File: src/ucode_defs.svh
// shared widths and encodings for the microcoded stack processor
// include in every RTL file that decodes or sizes instruction fields
`ifndef UCODE_DEFS_SVH
`define UCODE_DEFS_SVH

`define UC_DATA_SZ      16              // word width
`define UC_ADDR_SZ      11              // microcode address width

`define UC_MEM_RNG_UC   3'd0            // microcode read/write
`define UC_MEM_RNG_PC   3'd1            // word at pc, then pc+1
`define UC_MEM_RNG_ERR  3'd2            // reserved, fails the run
`define UC_MEM_RNG_DEV  3'd3            // device registers

`define UC_DEV_OUT      16'h0001        // output strobe address
`define UC_DEV_IN       16'h0003        // level input address

`define UC_ALU_ADD      4'd1
`define UC_ALU_SUB      4'd2
`define UC_ALU_AND      4'd4
`define UC_ALU_XOR      4'd5
`define UC_ALU_OR       4'd6
`define UC_ALU_ROL      4'd7            // rotate left by one
`define UC_ALU_MEM      4'd15           // alu bypass, memory op

`define UC_SE_NONE      3'd0
`define UC_SE_DROP      3'd1
`define UC_SE_PUSH      3'd2
`define UC_SE_RPLC      3'd3
`define UC_SE_SWAP      3'd4
`define UC_SE_ROT       3'd5            // ( a b c -- b c a )
`define UC_SE_DRPL      3'd7            // drop, then replace new top

`define UC_RSTK_DEPTH   8
`define UC_DSTK_DEPTH   8

`endif

File: src/ucode_pkg.sv
// instruction word types shared by the sequencer and the ALU
// one 16-bit word, decoded as an evaluation or a control instruction
`include "ucode_defs.svh"

package ucode_pkg;

    // evaluation view; for memory ops alu_a/alu_b carry {wr, rng[2:0]}
    typedef struct packed {
        logic       ctrl;               // 0 here
        logic       exit;               // pop return stack into pc
        logic [1:0] r_op;               // return stack effect
        logic       xdrop;              // extra drop in alu phase
        logic [2:0] d_op;               // data stack effect
        logic [1:0] alu_a;              // left operand select
        logic [1:0] alu_b;              // right operand select
        logic [3:0] alu_op;             // alu function
    } instr_eval_t;

    // control view, jumps, calls and counted branches
    typedef struct packed {
        logic                   ctrl;   // 1 here
        logic                   call;   // push return address
        logic [1:0]             cond;   // 0 always, 2 zero, 1/3 count
        logic                   spare;
        logic [`UC_ADDR_SZ-1:0] target; // jump target
    } instr_ctrl_t;

    typedef union packed {
        instr_eval_t e;
        instr_ctrl_t c;
    } instr_u;

endpackage

File: src/ucode_sequencer.sv
// two-phase execution engine: pc, decode, stack commands, memory and devices
// alu phase runs memory/pc work of the word just fetched, stack phase commits it
`timescale 1ns/1ps
`include "ucode_defs.svh"

module ucode_sequencer
    import ucode_pkg::*;
(
    input  logic                   i_clk,
    input  logic                   i_rst_n,
    input  logic                   i_run,
    input  logic [`UC_DATA_SZ-1:0] i_rdata,         // ram read data
    input  logic [`UC_DATA_SZ-1:0] i_alu_result,
    input  logic [`UC_DATA_SZ-1:0] i_d0,
    input  logic [`UC_DATA_SZ-1:0] i_d1,
    input  logic [`UC_DATA_SZ-1:0] i_r0,
    input  logic [`UC_DATA_SZ-1:0] i_in_data,       // device input level
    output logic                   o_running,
    output logic                   o_status,        // 1 ok, 0 failed
    output instr_u                 o_instr,         // word being executed
    output logic [`UC_ADDR_SZ-1:0] o_fetch_addr,
    output logic                   o_data_req,
    output logic                   o_data_wr,
    output logic [`UC_ADDR_SZ-1:0] o_data_addr,
    output logic [`UC_DATA_SZ-1:0] o_data_wdata,
    output logic [2:0]             o_d_se,
    output logic [`UC_DATA_SZ-1:0] o_d_value,
    output logic [2:0]             o_r_se,
    output logic [`UC_DATA_SZ-1:0] o_r_value,
    output logic                   o_out_wr,        // one-cycle strobe
    output logic [`UC_DATA_SZ-1:0] o_out_data
);

    logic                   p_alu;                  // 0 stack phase, 1 alu phase
    logic [`UC_ADDR_SZ-1:0] pc;
    instr_u                 instr_r;
    logic [`UC_DATA_SZ-1:0] in_q;                   // device read, sampled in alu phase
    logic                   ctrl, mem_op, mem_wr, err_rng, d_zero;
    logic                   act_alu, act_stk, out_hit;
    logic [2:0]             mem_rng;

    assign o_running = i_run && o_status;
    assign act_alu   = o_running && p_alu;
    assign act_stk   = o_running && !p_alu;
    assign o_instr   = p_alu ? instr_u'(i_rdata) : instr_r;  // fetched word in alu phase

    assign ctrl    = o_instr.e.ctrl;
    assign mem_op  = !ctrl && (o_instr.e.alu_op == `UC_ALU_MEM);
    assign mem_wr  = o_instr.e.alu_a[1];            // operand bits read as {wr, rng}
    assign mem_rng = {o_instr.e.alu_a[0], o_instr.e.alu_b};
    assign err_rng = (mem_rng == `UC_MEM_RNG_ERR) || mem_rng[2];  // 2 and 4..7
    assign d_zero  = (i_d0 == '0);
    assign out_hit = mem_op && mem_wr && (mem_rng == `UC_MEM_RNG_DEV) && (i_d0 == `UC_DEV_OUT);

    assign o_fetch_addr = pc;
    assign o_data_req   = act_alu && mem_op && (mem_rng == `UC_MEM_RNG_UC);
    assign o_data_wr    = mem_wr;
    assign o_data_addr  = i_d0[`UC_ADDR_SZ-1:0];    // ( cell addr -- )
    assign o_data_wdata = i_d1;

    always_comb begin
        if (mem_op && (mem_rng == `UC_MEM_RNG_UC || mem_rng == `UC_MEM_RNG_PC)) begin
            o_d_value = i_rdata;                    // fetched word or literal
        end else if (mem_op && mem_rng == `UC_MEM_RNG_DEV) begin
            o_d_value = in_q;
        end else begin
            o_d_value = i_alu_result;
        end
    end
    assign o_r_value = ctrl ? {{(`UC_DATA_SZ-`UC_ADDR_SZ){1'b0}}, pc} : o_d_value;

    always_comb begin
        o_d_se = `UC_SE_NONE;
        o_r_se = `UC_SE_NONE;
        if (act_alu) begin
            if (ctrl && o_instr.c.call) begin
                o_r_se = `UC_SE_PUSH;               // return address, pc already +1
            end else if (!ctrl && o_instr.e.xdrop) begin
                o_d_se = `UC_SE_DROP;               // address of a store
            end
        end else if (act_stk) begin
            if (!ctrl) begin
                o_d_se = o_instr.e.d_op;
                o_r_se = {1'b0, o_instr.e.r_op};    // codes 0..3 only
            end else if (o_instr.c.cond == 2'b10) begin
                o_d_se = `UC_SE_DROP;
            end else if (o_instr.c.cond != 2'b00) begin
                o_d_se = d_zero ? `UC_SE_DROP : `UC_SE_RPLC;  // d0 +/- 1
            end
        end
    end

    always_ff @(posedge i_clk) begin
        if (!i_rst_n) begin
            p_alu    <= 1'b0;
            pc       <= '0;
            o_status <= 1'b1;
            instr_r  <= '0;                         // nop
            o_out_wr <= 1'b0;
        end else begin
            o_out_wr <= act_alu && out_hit;
            if (act_alu) begin
                if (mem_op && err_rng) begin
                    o_status <= 1'b0;               // sticky until reset
                end
                if (!ctrl && o_instr.e.exit) begin
                    pc <= i_r0[`UC_ADDR_SZ-1:0];    // return
                end else if (mem_op && mem_rng == `UC_MEM_RNG_PC) begin
                    pc <= pc + 1'b1;                // skip the literal
                end else if (ctrl && (o_instr.c.cond == 2'b00 || d_zero)) begin
                    pc <= o_instr.c.target;         // jump, call or taken branch
                end
                instr_r <= o_instr;
                p_alu   <= 1'b0;
            end else if (act_stk) begin
                pc    <= pc + 1'b1;
                p_alu <= 1'b1;
            end
        end
    end

    always_ff @(posedge i_clk) begin
        if (act_alu && mem_op && !mem_wr && mem_rng == `UC_MEM_RNG_DEV) begin
            in_q <= (i_d0 == `UC_DEV_IN) ? i_in_data : '0;  // other addrs read 0
        end
        if (act_alu && out_hit) begin
            o_out_data <= i_d1;                     // second item
        end
    end

endmodule

File: config.mk
export PLATFORM = sky130hd
export DESIGN_NAME = ucode_sequencer
export DESIGN_NICKNAME = d
export VERILOG_FILES = /design/src/ucode_pkg.sv /design/src/ucode_sequencer.sv
export VERILOG_INCLUDE_DIRS = /design/src
export SDC_FILE = /design/constraint.sdc
export NUM_CORES = 1
export LEC_CHECK = 0
export ABC_AREA = 1
export BUFFER_PORTS_ARGS = -buffer_cell sky130_fd_sc_hd__buf_2
export CAP_MARGIN = 20
export CELL_PAD_IN_SITES_DETAIL_PLACEMENT = 0
export CELL_PAD_IN_SITES_GLOBAL_PLACEMENT = 1
export CORE_UTILIZATION = 32
export CTS_BUF_LIST = sky130_fd_sc_hd__clkbuf_8
export CTS_CLUSTER_SIZE = 20
export DETAILED_ROUTE_END_ITERATION = 10
export PLACE_DENSITY = 0.94
export SYNTH_ARGS = -nofsm -noshare
export SYNTH_HDL_FRONTEND = slang
export SYNTH_SLANG_ARGS = --single-unit
File: constraint.sdc
create_clock -name i_clk -period 3.2 [get_ports i_clk]
set_input_delay 0.32 -clock i_clk [delete_from_list [all_inputs] [get_ports i_clk]]
set_output_delay 0.32 -clock i_clk [all_outputs]
set_load 0.02 [all_outputs]
Word-level counts from Yosys, hierarchy flattened:

Cells that the tools add are included.

* register bits: 62
* input port bits: 99
* output and inout bits: 113
* word-level logic and storage cells: 72

* add/sub/neg operators: 1
* equality and inequality tests: 8
* muxes and demuxes: 21
* bitwise operators: 1
* reduce and logical (&&, ||, !) cells: 34

Operators by type and width (number)
* 16-bit 2-to-1 mux: 4
* 11-bit 2-to-1 mux: 5
* 1-bit logical AND: 20
* 16-bit by 1-bit == test with 1-bit output (second input constant): 1
* 16-bit by 2-bit == test with 1-bit output (second input constant): 1
* 16-bit zero test: 1
* 2-bit 2-to-1 mux: 6
* 3-bit 2-to-1 mux: 4
* 11-bit by 1-bit adder with 11-bit output (second input constant): 1
* 3-bit by 2-bit == test with 1-bit output (second input constant): 2
* 4-bit == test (second input constant): 1
* 4-bit by 1-bit != test with 1-bit output (second input constant): 1
* 2-bit AND reduction: 2
* 2-bit nonzero test: 2
* 3-bit by 1-bit == test with 1-bit output (second input constant): 1
* 1-bit zero test: 3
* 3-bit zero test: 1
* 1-bit logical OR: 3
* 2-bit == test (second input constant): 1
* 2-bit zero test: 1
* 1-bit 2-to-1 mux: 2
* 2-bit OR reduction: 1
* 1-bit NOT: 1

Longest topological paths before layout:

Gate-level depths: netlist (run 1).

* depth in word-level cells: 8
* depth in mapped cells: 13
* mapped depth without buffers: 12

Worst setup path after synthesis (run 1):

OpenSTA, ideal clock, no wires.

* path type: register -> register
* start: reg p_alu
* end: reg o_out_data[0] (enable)
* library setup time: 0.409 ns
* arrival: 2.532 ns
* data required time: 2.791 ns
* path slack: 0.259 ns
* stages on the path, launching flop included: 8
* buffers on the path: 2
* period minus slack after synthesis: 2.941 ns
* cell sequence: dfxtp_1 > buf_6 > o21ai_2 > nand2_1 > nor2_8 > nand2_2 > buf_2 > nor3_1

RTL lines
* start: declaration: RTL line ucode_sequencer.sv:34 `logic p_alu;`
* start signal: assignment: RTL line ucode_sequencer.sv:95 `p_alu <= 1'b0;`
* start signal: assignment: RTL line ucode_sequencer.sv:114 `p_alu <= 1'b0;`
* start signal: assignment: RTL line ucode_sequencer.sv:117 `p_alu <= 1'b1;`
* end signal: assignment: RTL line ucode_sequencer.sv:127 `o_out_data <= i_d1;`
* end: declaration: RTL line ucode_sequencer.sv:31 `` output logic [`UC_DATA_SZ-1:0] o_out_data ``

Worst setup path after layout (run 1):

* start: reg p_alu
* end: out o_r_value[6]

* word-level cells in the longest chain between the ends: 7
* elaborated cells on any way between the ends: 13
* those cells by class: eq/ne: 3; mux: 4; reduce/logical: 6

RTL lines
* 16-bit 2-to-1 mux (*): RTL line ucode_sequencer.sv:45 `assign o_instr = p_alu ? instr_u'(i_rdata) : instr_r;`
* 4-bit == test (no line) or 1-bit zero test (tied branches)
* 1-bit logical AND: RTL line ucode_sequencer.sv:48 `` assign mem_op = !ctrl && (o_instr.e.alu_op == `UC_ALU_MEM); ``
* 1-bit logical AND (no line)
* 16-bit 2-to-1 mux: RTL line ucode_sequencer.sv:64 `` end else if (mem_op && mem_rng == `UC_MEM_RNG_DEV) begin ``
* 16-bit 2-to-1 mux: RTL line ucode_sequencer.sv:62 `` if (mem_op && (mem_rng == `UC_MEM_RNG_UC || mem_rng == `UC_MEM_RNG_PC)) begin ``
* 16-bit 2-to-1 mux (*): RTL line ucode_sequencer.sv:70 `` assign o_r_value = ctrl ? {{(`UC_DATA_SZ-`UC_ADDR_SZ){1'b0}}, pc} : o_d_value; ``
* end: declaration: RTL line ucode_sequencer.sv:29 `` output logic [`UC_DATA_SZ-1:0] o_r_value, ``

Mark *: on every way between the ends. The rest lies on a longest branch, timed or not.

==> results of run 1 <==
sequential cells by signal, indices dropped and copies added, names as in the netlist:
register      flops
in_q             16
instr_r          16
o_fetch_addr     11
o_out_data       16
o_out_wr          1
o_status          1
p_alu             1
worst max-delay path, cell delays in order (launching register included):
cell	delay, ns
dfxtp_2	0.39
buf_4	0.19
o21ai_2	0.28
nand2_1	0.13
nor2_2	0.23
nand2_2	0.18
buf_12	0.20
o211ai_2	0.17
nand3_1	0.19
o21ai_1	0.14
buf_2	0.18
synth_stat cells (all sizes together):
| library cell | n | area (sq um) |
|---|---|---|
| clkbuf | 8 | 30.0 |
| nand2 | 156 | 618 |
| o21bai | 1 | 7.51 |
| nand3 | 44 | 238 |
| o22ai | 2 | 12.5 |
| inv | 72 | 270 |
| o211ai | 10 | 125 |
| buf | 44 | 328 |
| nor2 | 62 | 262 |
| o21ai | 40 | 223 |
| clkinv | 2 | 7.51 |
| o2111ai | 1 | 8.76 |
| nor3 | 5 | 25.0 |
| and2 | 15 | 93.8 |
| nand4 | 4 | 25.0 |
| nor4 | 1 | 6.26 |
| a31oi | 5 | 31.3 |
| or2 | 7 | 43.8 |
| xor2 | 3 | 26.3 |
| dfxtp | 30 | 601 |
| ha | 1 | 12.5 |
| a21oi | 32 | 160 |
| edfxtp | 32 | 961 |
| conb | 1 | 3.75 |
cell type report:
cell class,count,area (sq um),share of cell area
well taps,172,215,0.0399
multi-input cells,390,1930,0.358
flip-flops and latches,62,1560,0.289
repair buffers,223,1170,0.217
inverters,74,278,0.0514
clock inverters,7,114,0.0211
clock buffers,9,124,0.0229
logic make-up after synthesis:
family	count (synthesis)	share of synthesized area
xor+xnor	3	0.00638
compound gates	91	0.138
other cells	1	0.000910
buf+inv	126	0.154
fa+ha+maj	1	0.00304
simple gates	294	0.318
flops	62	0.379
layer usage:
layer | GRT usage | up-vias | wire, um
met1 | 0.275 | 1899 | 6160
li1 | - | 2188 | -
met3 | 0.0544 | 19 | 989
met2 | 0.345 | 166 | 6500
met5 | 0 | - | 0
met4 | 0.0771 | 0 | 282
power by group through the flow:
stage	registers (mW)	clock network [mW]	logic, mW
detailed placement	0.892	0	0.563
CTS	0.874	0.874	0.565
finish	0.876	0.854	0.565
floorplan	0.897	0	0.357
global route	0.878	0.908	0.615
global placement	0.892	0	0.562
worst max-delay path by stage:
stage,startpoint,endpoint,cells after the start
final,p_alu,o_r_value[6],10
after global routing,p_alu,o_r_value[6],11
after CTS,p_alu,o_r_value[6],11
after detailed placement,p_alu,o_r_value[6],11
after global placement,p_alu,o_r_value[6],11
after floorplan,p_alu,o_out_data[0],7
timing repair:
| item | CTS | global route |
|---|---|---|
| buffers inserted | 0 | 4 |
| gates resized for setup | 0 | 1 |
| endpoints found under the setup margin | 0 | 22 |
| hold buffers | 0 | 0 |
placed cells by master (no fill, tap or decap), types with 4 or more instances in the layout:
cell type	count
o21ai_1	5
nand2_1	147
nand2_2	7
a31oi_1	5
and2_1	15
o21ai_2	6
dfxtp_1	29
nor2_1	58
inv_1	72
buf_4	17
clkbuf_8	9
or2_0	6
nand4_1	4
edfxtp_1	32
o211ai_2	10
a21oi_1	32
nand3_1	42
buf_2	205
o21ai_0	29
==> impl_summary.md, run 1 <==
Outcome
The run finished with clean final reports.

Timing
Clock skew on the completed layout was measured at 0.00985 ns. Setup repair after global routing left no endpoint under its margin. The part of the cycle the worst path needs is 0.922.

Setup violations remaining at the end of the flow were counted as 0. Derived from the worst setup path, the maximum achievable clock frequency is 0.339 GHz. Hold timing on the final database bottoms out at a slack of 0.142 ns. The max-slew violation count is 0.

The time the worst path needs with I/O delays and setup is 2.95 ns. In this run the tightest slew margin relative to its limit is 0.548. The final worst slack is 0.249 ns. The final-report hold violation count came to 0. The worst-margin pin slew is 0.676 ns.

The aggregate negative setup slack is 0 ns.

Min path
The instance count along the most critical hold path is 1. The path type of the worst min-delay path is primary input to flop. The launch point of the worst hold path is i_d1[9]. The path with the worst hold slack has its endpoint at o_out_data[9].

Place
After detailed placement, the total cell area comes to 5130 sq um. Port buffering added 205 buffers. The worst-case setup slack after placement is 0.442 ns. Detailed placement ended at an HPWL of 11100 um.

Counting tap cells, the placed design contains a total of 917 instances. The final estimated routing congestion in global placement is 0.860.

Layout
The finished layout cell area is 5400 sq um. The number of nets in the layout is 860. At the end of the flow the core is filled with cells to 0.430. The filler cell count in the final layout is 1366. The non-filler instance count after layout is 937. The antenna cell count is 0. The synthesis-to-finish area growth is 31.1%. The share of cells above drive strength 1 is 0.357.

Drt
After detailed routing, the average wire length per cell comes to 14.9 um. The first-pass iteration count of the detailed router is 5. The routed layout has 4272 vias. The detailed-route vias per instance is 4.56. In this run, the number of DRC markers left after iteration 0 of detailed routing was 279. The count of antenna-violating nets left after detailed routing is 0.

Wires add up to 13900 um. For this run, design rule violations remaining after detail routing come to 0.

Pwr
In this run the power density over the cells is 425 nW/um^2. Across the VDD grid, the largest voltage drop is 0.000348 V. The internal power contribution is 1.55 mW.

The share of total power dissipated in combinational logic is 0.246. Power comes to 2.29 mW. Summed over all cells, the static leakage comes to 2.69 nW. Of the total power, the share spent switching nets is 0.323. The net switching power figure is 0.742 mW. The share of total power dissipated in sequential elements is 0.382. The clock network fraction of design power is 0.372.

Floorplan
For this configuration, the core starts out at a cell density of 0.328. The total area inside the core boundary comes to 12600 sq um. The floorplan die area is 13300 sq um.

In this run the count of I/O pins placed on the die edge is 212. The x dimension of the die is 115 um. The cell row count is 41.

In this run the vertical extent of the chip is 115 um.

CTS
The clock root buffer is clkbuf_8. The clock passes through at most 2 buffers. Buffers inserted during clock tree synthesis total 9.

The clock-pin slew on the worst setup and hold paths is 0.08 ns. The clock insertion delay at the later pin of the skew report is 0.36 ns. TritonCTS built the clock tree.

The tree built by TritonCTS fans out to 62 sinks. The depth of the CTS H-tree is 3.

GRT
The number of antenna violations at the first check in global routing is 1. The via count of the first global-routing pass was 4065. The first global-routing pass estimated 21100 um of wire. Across every metal layer, demand over resource in global routing totals 0.213. After global routing the overflow that remains totals 0. The largest net degree at the start of global routing is 29.

Setup path
The worst register-to-register path ends at in_q[6]. The depth of the most critical reg-to-reg path is 6. The critical register-to-register path startpoint is p_alu. The worst-path maximum fanout is 19.

STA puts the critical path data arrival time at 2.63 ns. The critical path capture point type is a primary output. The class of the most critical setup path is flop to primary output. The startpoint type of the worst setup path is a flop. The worst endpoint required time is 2.88 ns. The register-to-register path setup slack is 0.71 ns.

Yosys
The number of warnings issued by yosys is 0. The synthesized flop and latch total is 62. After synthesis the cells add up to 4120 sq um. Of the synthesized area, sequential elements account for 0.379. The synthesized area per cell is 7.13 sq um. The number of distinct library cell variants in the gate-level netlist after synthesis is 38. In the synthesized netlist, the number of instances is 578. The number of nets in the synthesized netlist is 678.

Flow run
The number of maximum-capacitance constraint violations is 0.
No activity file was read; power rests on OpenSTA's default activity.
==> run 2, diff against run 1 <==
==> constraint.sdc (replaced) <==
create_clock -name i_clk -period 3.3 [get_ports i_clk]
set_input_delay 0.33 -clock i_clk [delete_from_list [all_inputs] [get_ports i_clk]]
set_output_delay 0.33 -clock i_clk [all_outputs]
set_load 0.02 [all_outputs]
==> run 2 against run 1 <==
Net effect: combinational power shrank 3%; routed wire length is 1.1% higher; core utilization decreased by 0.47 points; non-clock buffer count fell by 4; worst setup slack improved by 0.022 ns; clock power fell by 18%; clock-buffer cell count unchanged; power is 8.7% lower; cell count decreased by 0.32%; via count up 2.4%; sequential share of layout area up 0.32 points; critical path depth is 2 higher; largest power group unchanged; highest routed layer unchanged.
==> impl_summary.md, run 2 (synthesis gave the netlist of run 1 again) <==
Timing
Setup repair after global routing left no endpoint under its margin. The smallest hold slack is 0.145 ns (+0.00367 ns). The aggregate negative setup slack is 0 ns (unchanged). The max-slew violation count is 0 (unchanged).

The clock period could shrink to 3.03 ns. The worst-margin pin slew came to 0.666 ns (-0.00990 ns). The number of endpoints failing setup at the final stage is 0 (unchanged). The maximum clock rate is 0.330 GHz. Dividing the final minimum period by the clock period gives 0.918.

The worst slew slack as a fraction of its limit came to 0.555 (+0.00662). The final-report hold violation count is 0 (unchanged). The final setup skew is 0.0106 ns (+0.000756 ns).

Pwr
The worst IR drop on VDD is 0.000179 V (-49%). The total power after layout came to 2.10 mW (-8.7%). The power per standard cell area is 393 nW/um^2 (-7.7%).

The leakage power total is 2.64 nW (-1.9%).

Floorplan
The floorplan die area was 13300 sq um (unchanged). The top-level port count came to 212 (unchanged). The die span in y is 115 um (unchanged). The initial core utilization came to 0.328 (unchanged). The cell row count is 41 (unchanged). The x dimension of the die is 115 um (unchanged). The area of the core region is 12600 sq um (unchanged).

Setup path
For this design, the slowest cell found on the critical path is dfxtp_2. The worst endpoint required time is 2.97 ns (+0.09 ns). The combined buffer and inverter count along the critical path is 5 (+2). Traced cell by cell, the critical path runs through clkinvlp_4 > nand2_1 > o21ai_2 > inv_1 > nor2_1 > nand2_1 > buf_4 > clkinv_1 > nand2_1 > nand3_1 > o21ai_0 > buf_2. The data arrival time at the worst-slack endpoint came to 2.70 ns (+0.07 ns). The startpoint type of the worst setup path is a flop. The dominant delay contributor by cell family on the critical path is buffers and inverters.

The startpoint identified for the worst register-to-register timing path is p_alu. The worst-path maximum fanout is 13 (-6). The register-to-register path setup slack came to 0.88 ns (+0.17 ns). The reg-to-reg critical path endpoint is o_fetch_addr[3]. The class of the most critical setup path is flop to primary output.

The critical path capture point type is a primary output. The maximum cell stage delay along the critical path is 0.42 ns (+0.03 ns). The most frequent cell on the critical path is nand2_1. The depth of the most critical reg-to-reg path was 12 (+6).

Min path
The path type of the worst min-delay path is primary input to flop. In this run the most critical hold path is launched from i_d1[9]. The end point of the most critical hold path is o_out_data[9].

The instance count along the most critical hold path is 1 (unchanged).

GRT
The via count of the first global-routing pass came to 4072 (+0.17%). The total overflow reported by the global router was 0 (unchanged). The number of antenna violations at the first check in global routing came to 0 (-1). The wire length of the first global-routing pass is 21300 um (+0.85%). The largest net degree at the start of global routing is 28 (-3.4%). The aggregate global-route resource usage is 0.214 (+0.00108).

Layout
In the final layout, the registers with the most flip-flops are in_q x16, instr_r x16, o_out_data x16. The number of nets in the layout is 856 (-0.47%). The synthesis-to-finish area growth is 29.6%. In the layout the commonest cells are buf_2, nand2_1, inv_1.

The share of cells above drive strength 1 was 0.356 (-0.000752). The most common library cell in the layout ignoring fill and taps is buf_2.

CTS
The clock sink count is 62 (unchanged). The count of hold buffers inserted by post-cts repair came to 0 (unchanged). The clock insertion delay at the later pin of the skew report is 0.37 ns (about the same).

The maximum count of clock buffers along a single path is 2 (unchanged). In this run the clock root is driven by a clkbuf_8. The clock-pin slew on the worst setup and hold paths is 0.08 ns (about the same). The depth of the CTS H-tree is 3 (unchanged). The clock tree from TritonCTS is built. The number of buffers added by the clock tree synthesis step is 9 (unchanged).

Drt
The count of routing violations after the opening detailed-route iteration was 268 (-3.9%). The total DRC errors in the routed layout came to 0 (unchanged). The total number of vias is 4373 (+2.4%). The first-pass iteration count of the detailed router is 4 (-1). The count of antenna-violating nets left after detailed routing came to 0 (unchanged). The routed wire length came to 14100 um (+1.1%). The detailed-route vias per instance was 4.68 (+2.7%). The routed wire length per instance is 15.1 um (+1.4%).

Place
The post-DP HPWL is 11100 um (+0.15%). The number of port buffers is 205 (unchanged). The final estimated routing congestion in global placement is 0.863 (+0.30%).

Outcome
The flow ran to the end, and the final reports show no timing, DRC or antenna violations.

Flow run
The number of maximum-capacitance constraint violations is 0 (unchanged).
==> run 2: worst reg2reg max path, delay by kind of cell, from the launching register on <==
family,cells,cell delay (ns)
flip-flops,1,0.42
buffers and inverters,3,0.66
AO/OA/AOI/OAI,1,0.17
AND/OR/NAND/NOR,8,1.06
==> run 2: repair_timing <==
action,CTS,global route
endpoints found under the setup margin,0,9
buffers inserted,0,2
resized for setup,0,3
==> run 2: worst max-delay path by stage <==
stage,start,end,slack (ns),cells after the start
after floorplan,p_alu,o_out_data[0],0.36,7
after global placement,p_alu,o_r_value[6],0.52,11
after detailed placement,p_alu,o_r_value[6],0.50,11
after CTS,p_alu,o_r_value[6],0.09,11
after global routing,p_alu,o_r_value[6],0.06,11
final,p_alu,o_r_value[8],0.27,12
==> run 2: stage by stage <==
step           cell area [sq um]  setup WS [ns]  instances   util
2_1_floorplan               4120          0.359        578      -
3_3_place_gp                5110          0.525        915  0.407
3_5_place_dp                5110          0.495        915  0.407
4_1_cts                     5310         0.0862        931  0.423
5_1_grt                     5340         0.0562        933  0.425
6_report                    5340          0.270        934  0.425
==> run 2: cell type report <==
type | instances | area (sq um)
repair buffers | 219 | 1140
multi-input cells | 390 | 1940
inverters | 74 | 282
well taps | 172 | 215
clock buffers | 9 | 124
fillers | 1376 | 7230
flip-flops and latches | 62 | 1560
diodes | 1 | 2.50
clock inverters | 7 | 73.8
==> run 2: routing by layer <==
layer | wire length [um] | up-vias | GRT usage | share of wire
met5 | 0 | - | 0 | 0
met1 | 5930 | 1990 | 0.276 | 0.42
met4 | 294 | 0 | 0.0805 | 0.021
met2 | 6640 | 182 | 0.352 | 0.47
li1 | - | 2181 | - | -
met3 | 1210 | 20 | 0.0450 | 0.086
==> run 2: report_power, final <==
part | leakage (nW) | switching, mW | internal (mW)
Clock | 0.0895 | 0.351 | 0.349
Combinational | 1.98 | 0.368 | 0.181
Sequential | 0.575 | 0.0222 | 0.825
Total | 2.64 | 0.741 | 1.36
==> run 3, diff against run 2 <==
--- a/config.mk
+++ b/config.mk
@@ -11,6 +11,7 @@
 export CAP_MARGIN = 20
 export CELL_PAD_IN_SITES_DETAIL_PLACEMENT = 0
 export CELL_PAD_IN_SITES_GLOBAL_PLACEMENT = 1
+export CORE_ASPECT_RATIO = 1.4
 export CORE_UTILIZATION = 32
 export CTS_BUF_LIST = sky130_fd_sc_hd__clkbuf_8
 export CTS_CLUSTER_SIZE = 20
==> run 3 against run 2 <==
Net effect: the flow now finishes with violations (DRC); design area decreased by 1.1%; via count fell by 2.2%; power fell by 5.2%.
==> impl_summary.md, run 3 (synthesis gave the netlist of run 1 again) <==
Timing
The final setup skew is 0.00419 ns (-0.00642 ns). The worst slew slack as a fraction of its limit is 0.532 (-0.0232). The number of endpoints failing setup at the final stage is 0 (unchanged). The final-report hold violation count is 0 (unchanged). The aggregate negative setup slack is 0 ns (unchanged). The worst-margin pin slew came to 0.700 ns (+0.0347 ns). The part of the cycle the worst path needs is 0.927 (+0.00901). The final worst slack is 0.240 ns (-0.0297 ns). The maximum clock rate is 0.327 GHz (-0.97%). The time the worst path needs with I/O delays and setup is 3.06 ns (+0.0297 ns). Setup repair after global routing left no endpoint under its margin.

The max-slew violation count is 0 (unchanged).

Setup path
The data arrival time at the worst-slack endpoint was 2.73 ns (+0.03 ns). The worst endpoint required time is 2.97 ns (about the same). The critical path starts at p_alu. The critical path capture point type is a primary output.

The worst setup path is of the flop to primary output kind. The worst register-to-register path begins at p_alu. The worst setup path is launched from a flop. The worst-path maximum fanout is 28 (+15).

Min path
The path type of the worst min-delay path is primary input to flop. The startpoint identified for the worst hold timing path is i_d1[0].

Place
The final estimated routing congestion in global placement came to 0.848 (-1.7%). The worst-case setup slack after placement is 0.436 ns (-0.0591 ns). The post-DP HPWL is 10600 um (-4.3%). The number of port buffers was 205 (unchanged). The instance count after placement with tap cells included is 891 (-2.6%).

Outcome
The final reports fail on DRC. The run finished, with violations left.

Pwr
The power per standard cell area is 376 nW/um^2 (-4.1%). The clock network fraction of design power was 0.298 (-0.036). The worst IR drop on VDD is 0.000250 V (+39%). The net switching power figure was 0.693 mW (-6.5%).

The part of the power in combinational logic is 0.275 (+0.013). The internal power contribution was 1.29 mW (-4.5%). The switching portion of total power is 0.349 (-0.00491). The fraction of power consumed by sequential logic is 0.426 (+0.022).

The leakage power total was 2.66 nW (+0.57%).

CTS
The clock sink count is 62 (unchanged). The clock-pin slew on the worst setup and hold paths is 0.07 ns (about the same). The maximum count of clock buffers along a single path was 2 (unchanged).

The depth of the CTS H-tree is 3 (unchanged). The tree is rooted in a clkbuf_8. The number of buffers added by the clock tree synthesis step is 9 (unchanged).

The clock insertion delay at the later pin of the skew report is 0.35 ns (-0.02 ns). The clock tree from TritonCTS is built.

Drt
The count of routing violations after the opening detailed-route iteration is 220 (-18%). The routed wire length is 13700 um (-2.4%). The first-pass iteration count of the detailed router is 9 (+5). The count of antenna-violating nets left after detailed routing was 0 (unchanged). The detailed-route vias per instance is 4.68 (about the same). The total number of vias is 4277 (-2.2%). The routed wire length per instance is 15.1 um (-0.13%). The total DRC errors in the routed layout is 13 (+13).

Layout
The non-filler instance count after layout was 913 (-2.2%). Relative to the synthesized area, the layout overhead comes to 28.2%. The number of nets in the layout is 857 (+0.12%). The library cells used most frequently in the layout, excluding fill and tap cells, are buf_2, nand2_1, inv_1. The filler cell count in the final layout is 1323 (-3.9%). The share of cells above drive strength 1 is 0.354 (-0.00178). The library cell used most frequently in the layout, excluding fill and tap cells, is buf_2. The largest registers in the layout are in_q x16, instr_r x16, o_out_data x16.

Floorplan
The die span in y is 136 um (+18%). The initial core utilization was 0.331 (+0.00360). The area of the core region is 12400 sq um (-1.1%). The cell row count is 48 (+17%). The top-level port count is 212 (unchanged). The x dimension of the die came to 97.9 um (-15%). The floorplan die area came to 13300 sq um (about the same).

GRT
The total overflow reported by the global router is 0 (unchanged). The wire length of the first global-routing pass is 20800 um (-2.0%). The via count of the first global-routing pass is 4004 (-1.7%).

The largest net degree at the start of global routing was 29 (+3.6%). The aggregate global-route resource usage was 0.207 (-0.00763). The number of antenna violations at the first check in global routing was 1 (+1).

Flow run
The number of maximum-capacitance constraint violations is 0 (unchanged).
run 3: changes by cell type in the layout (fill, tap and decap cells not counted), sizes merged:
cell	delta
clkinvlp	-2
buf	+1
bufinv	-1
clkbuf	+1
clkinv	+1
inv	+1
run 3: per-stage QoR:
step	instance area, sq um	utilization	power [mW]	hold slack [ns]
2_1_floorplan	4120	-	1.22	0.429
3_3_place_gp	5060	0.407	1.40	0.440
3_5_place_dp	5060	0.407	1.40	0.453
4_1_cts	5230	0.420	2.00	0.150
5_1_grt	5280	0.425	2.09	0.147
6_report	5280	0.425	1.99	0.166
run 3: final timing paths:
| path | slack [ns] | to | cells after the start |
|---|---|---|---|
| min | 0.17 | o_out_data[0] | 1 |
| max | 0.24 | o_r_value[7] | 12 |
| min reg2reg | 0.46 | instr_r[5] | 2 |
| max reg2reg | 0.77 | in_q[8] | 9 |
run 3: power groups by stage:
stage	clock network (mW)	logic, mW	registers, mW
CTS	0.612	0.542	0.847
finish	0.593	0.547	0.848
global placement	0	0.537	0.863
detailed placement	0	0.540	0.864
floorplan	0	0.346	0.870
global route	0.642	0.595	0.851
run 3: timing repair:
item                       in CTS  in global routing
setup endpoints to repair       0                 24
hold buffers                    0                  0
buffers inserted                0                  5
resized for setup               0                  3
run 3: final cells by class:
class	count	area (sq um)	area share
diodes	1	2.50	0.000474
clock buffers	10	138	0.0261
clock inverters	6	30.0	0.00569
inverters	74	282	0.0533
multi-input cells	390	1940	0.367
flip-flops and latches	62	1560	0.296
well taps	150	188	0.0355
repair buffers	220	1140	0.216
run 3: critical path, stage by stage, from the launching register on:
cell      delay, ns
dfxtp_1        0.39
buf_6          0.25
nand2_1        0.10
o21ai_2        0.10
nand2_1        0.17
nor2_8         0.31
nand2_1        0.11
buf_4          0.22
clkinv_1       0.17
nand2_1        0.17
nand3_1        0.13
o21ai_0        0.08
buf_2          0.17
run 3: routing by layer:
metal / share of wire / vias up / global-route usage
li1: - / 2190 / -
met1: 0.41 / 1910 / 0.248
met2: 0.50 / 161 / 0.361
met3: 0.067 / 16 / 0.0432
met4: 0.020 / 0 / 0.0783
met5: 0 / - / 0
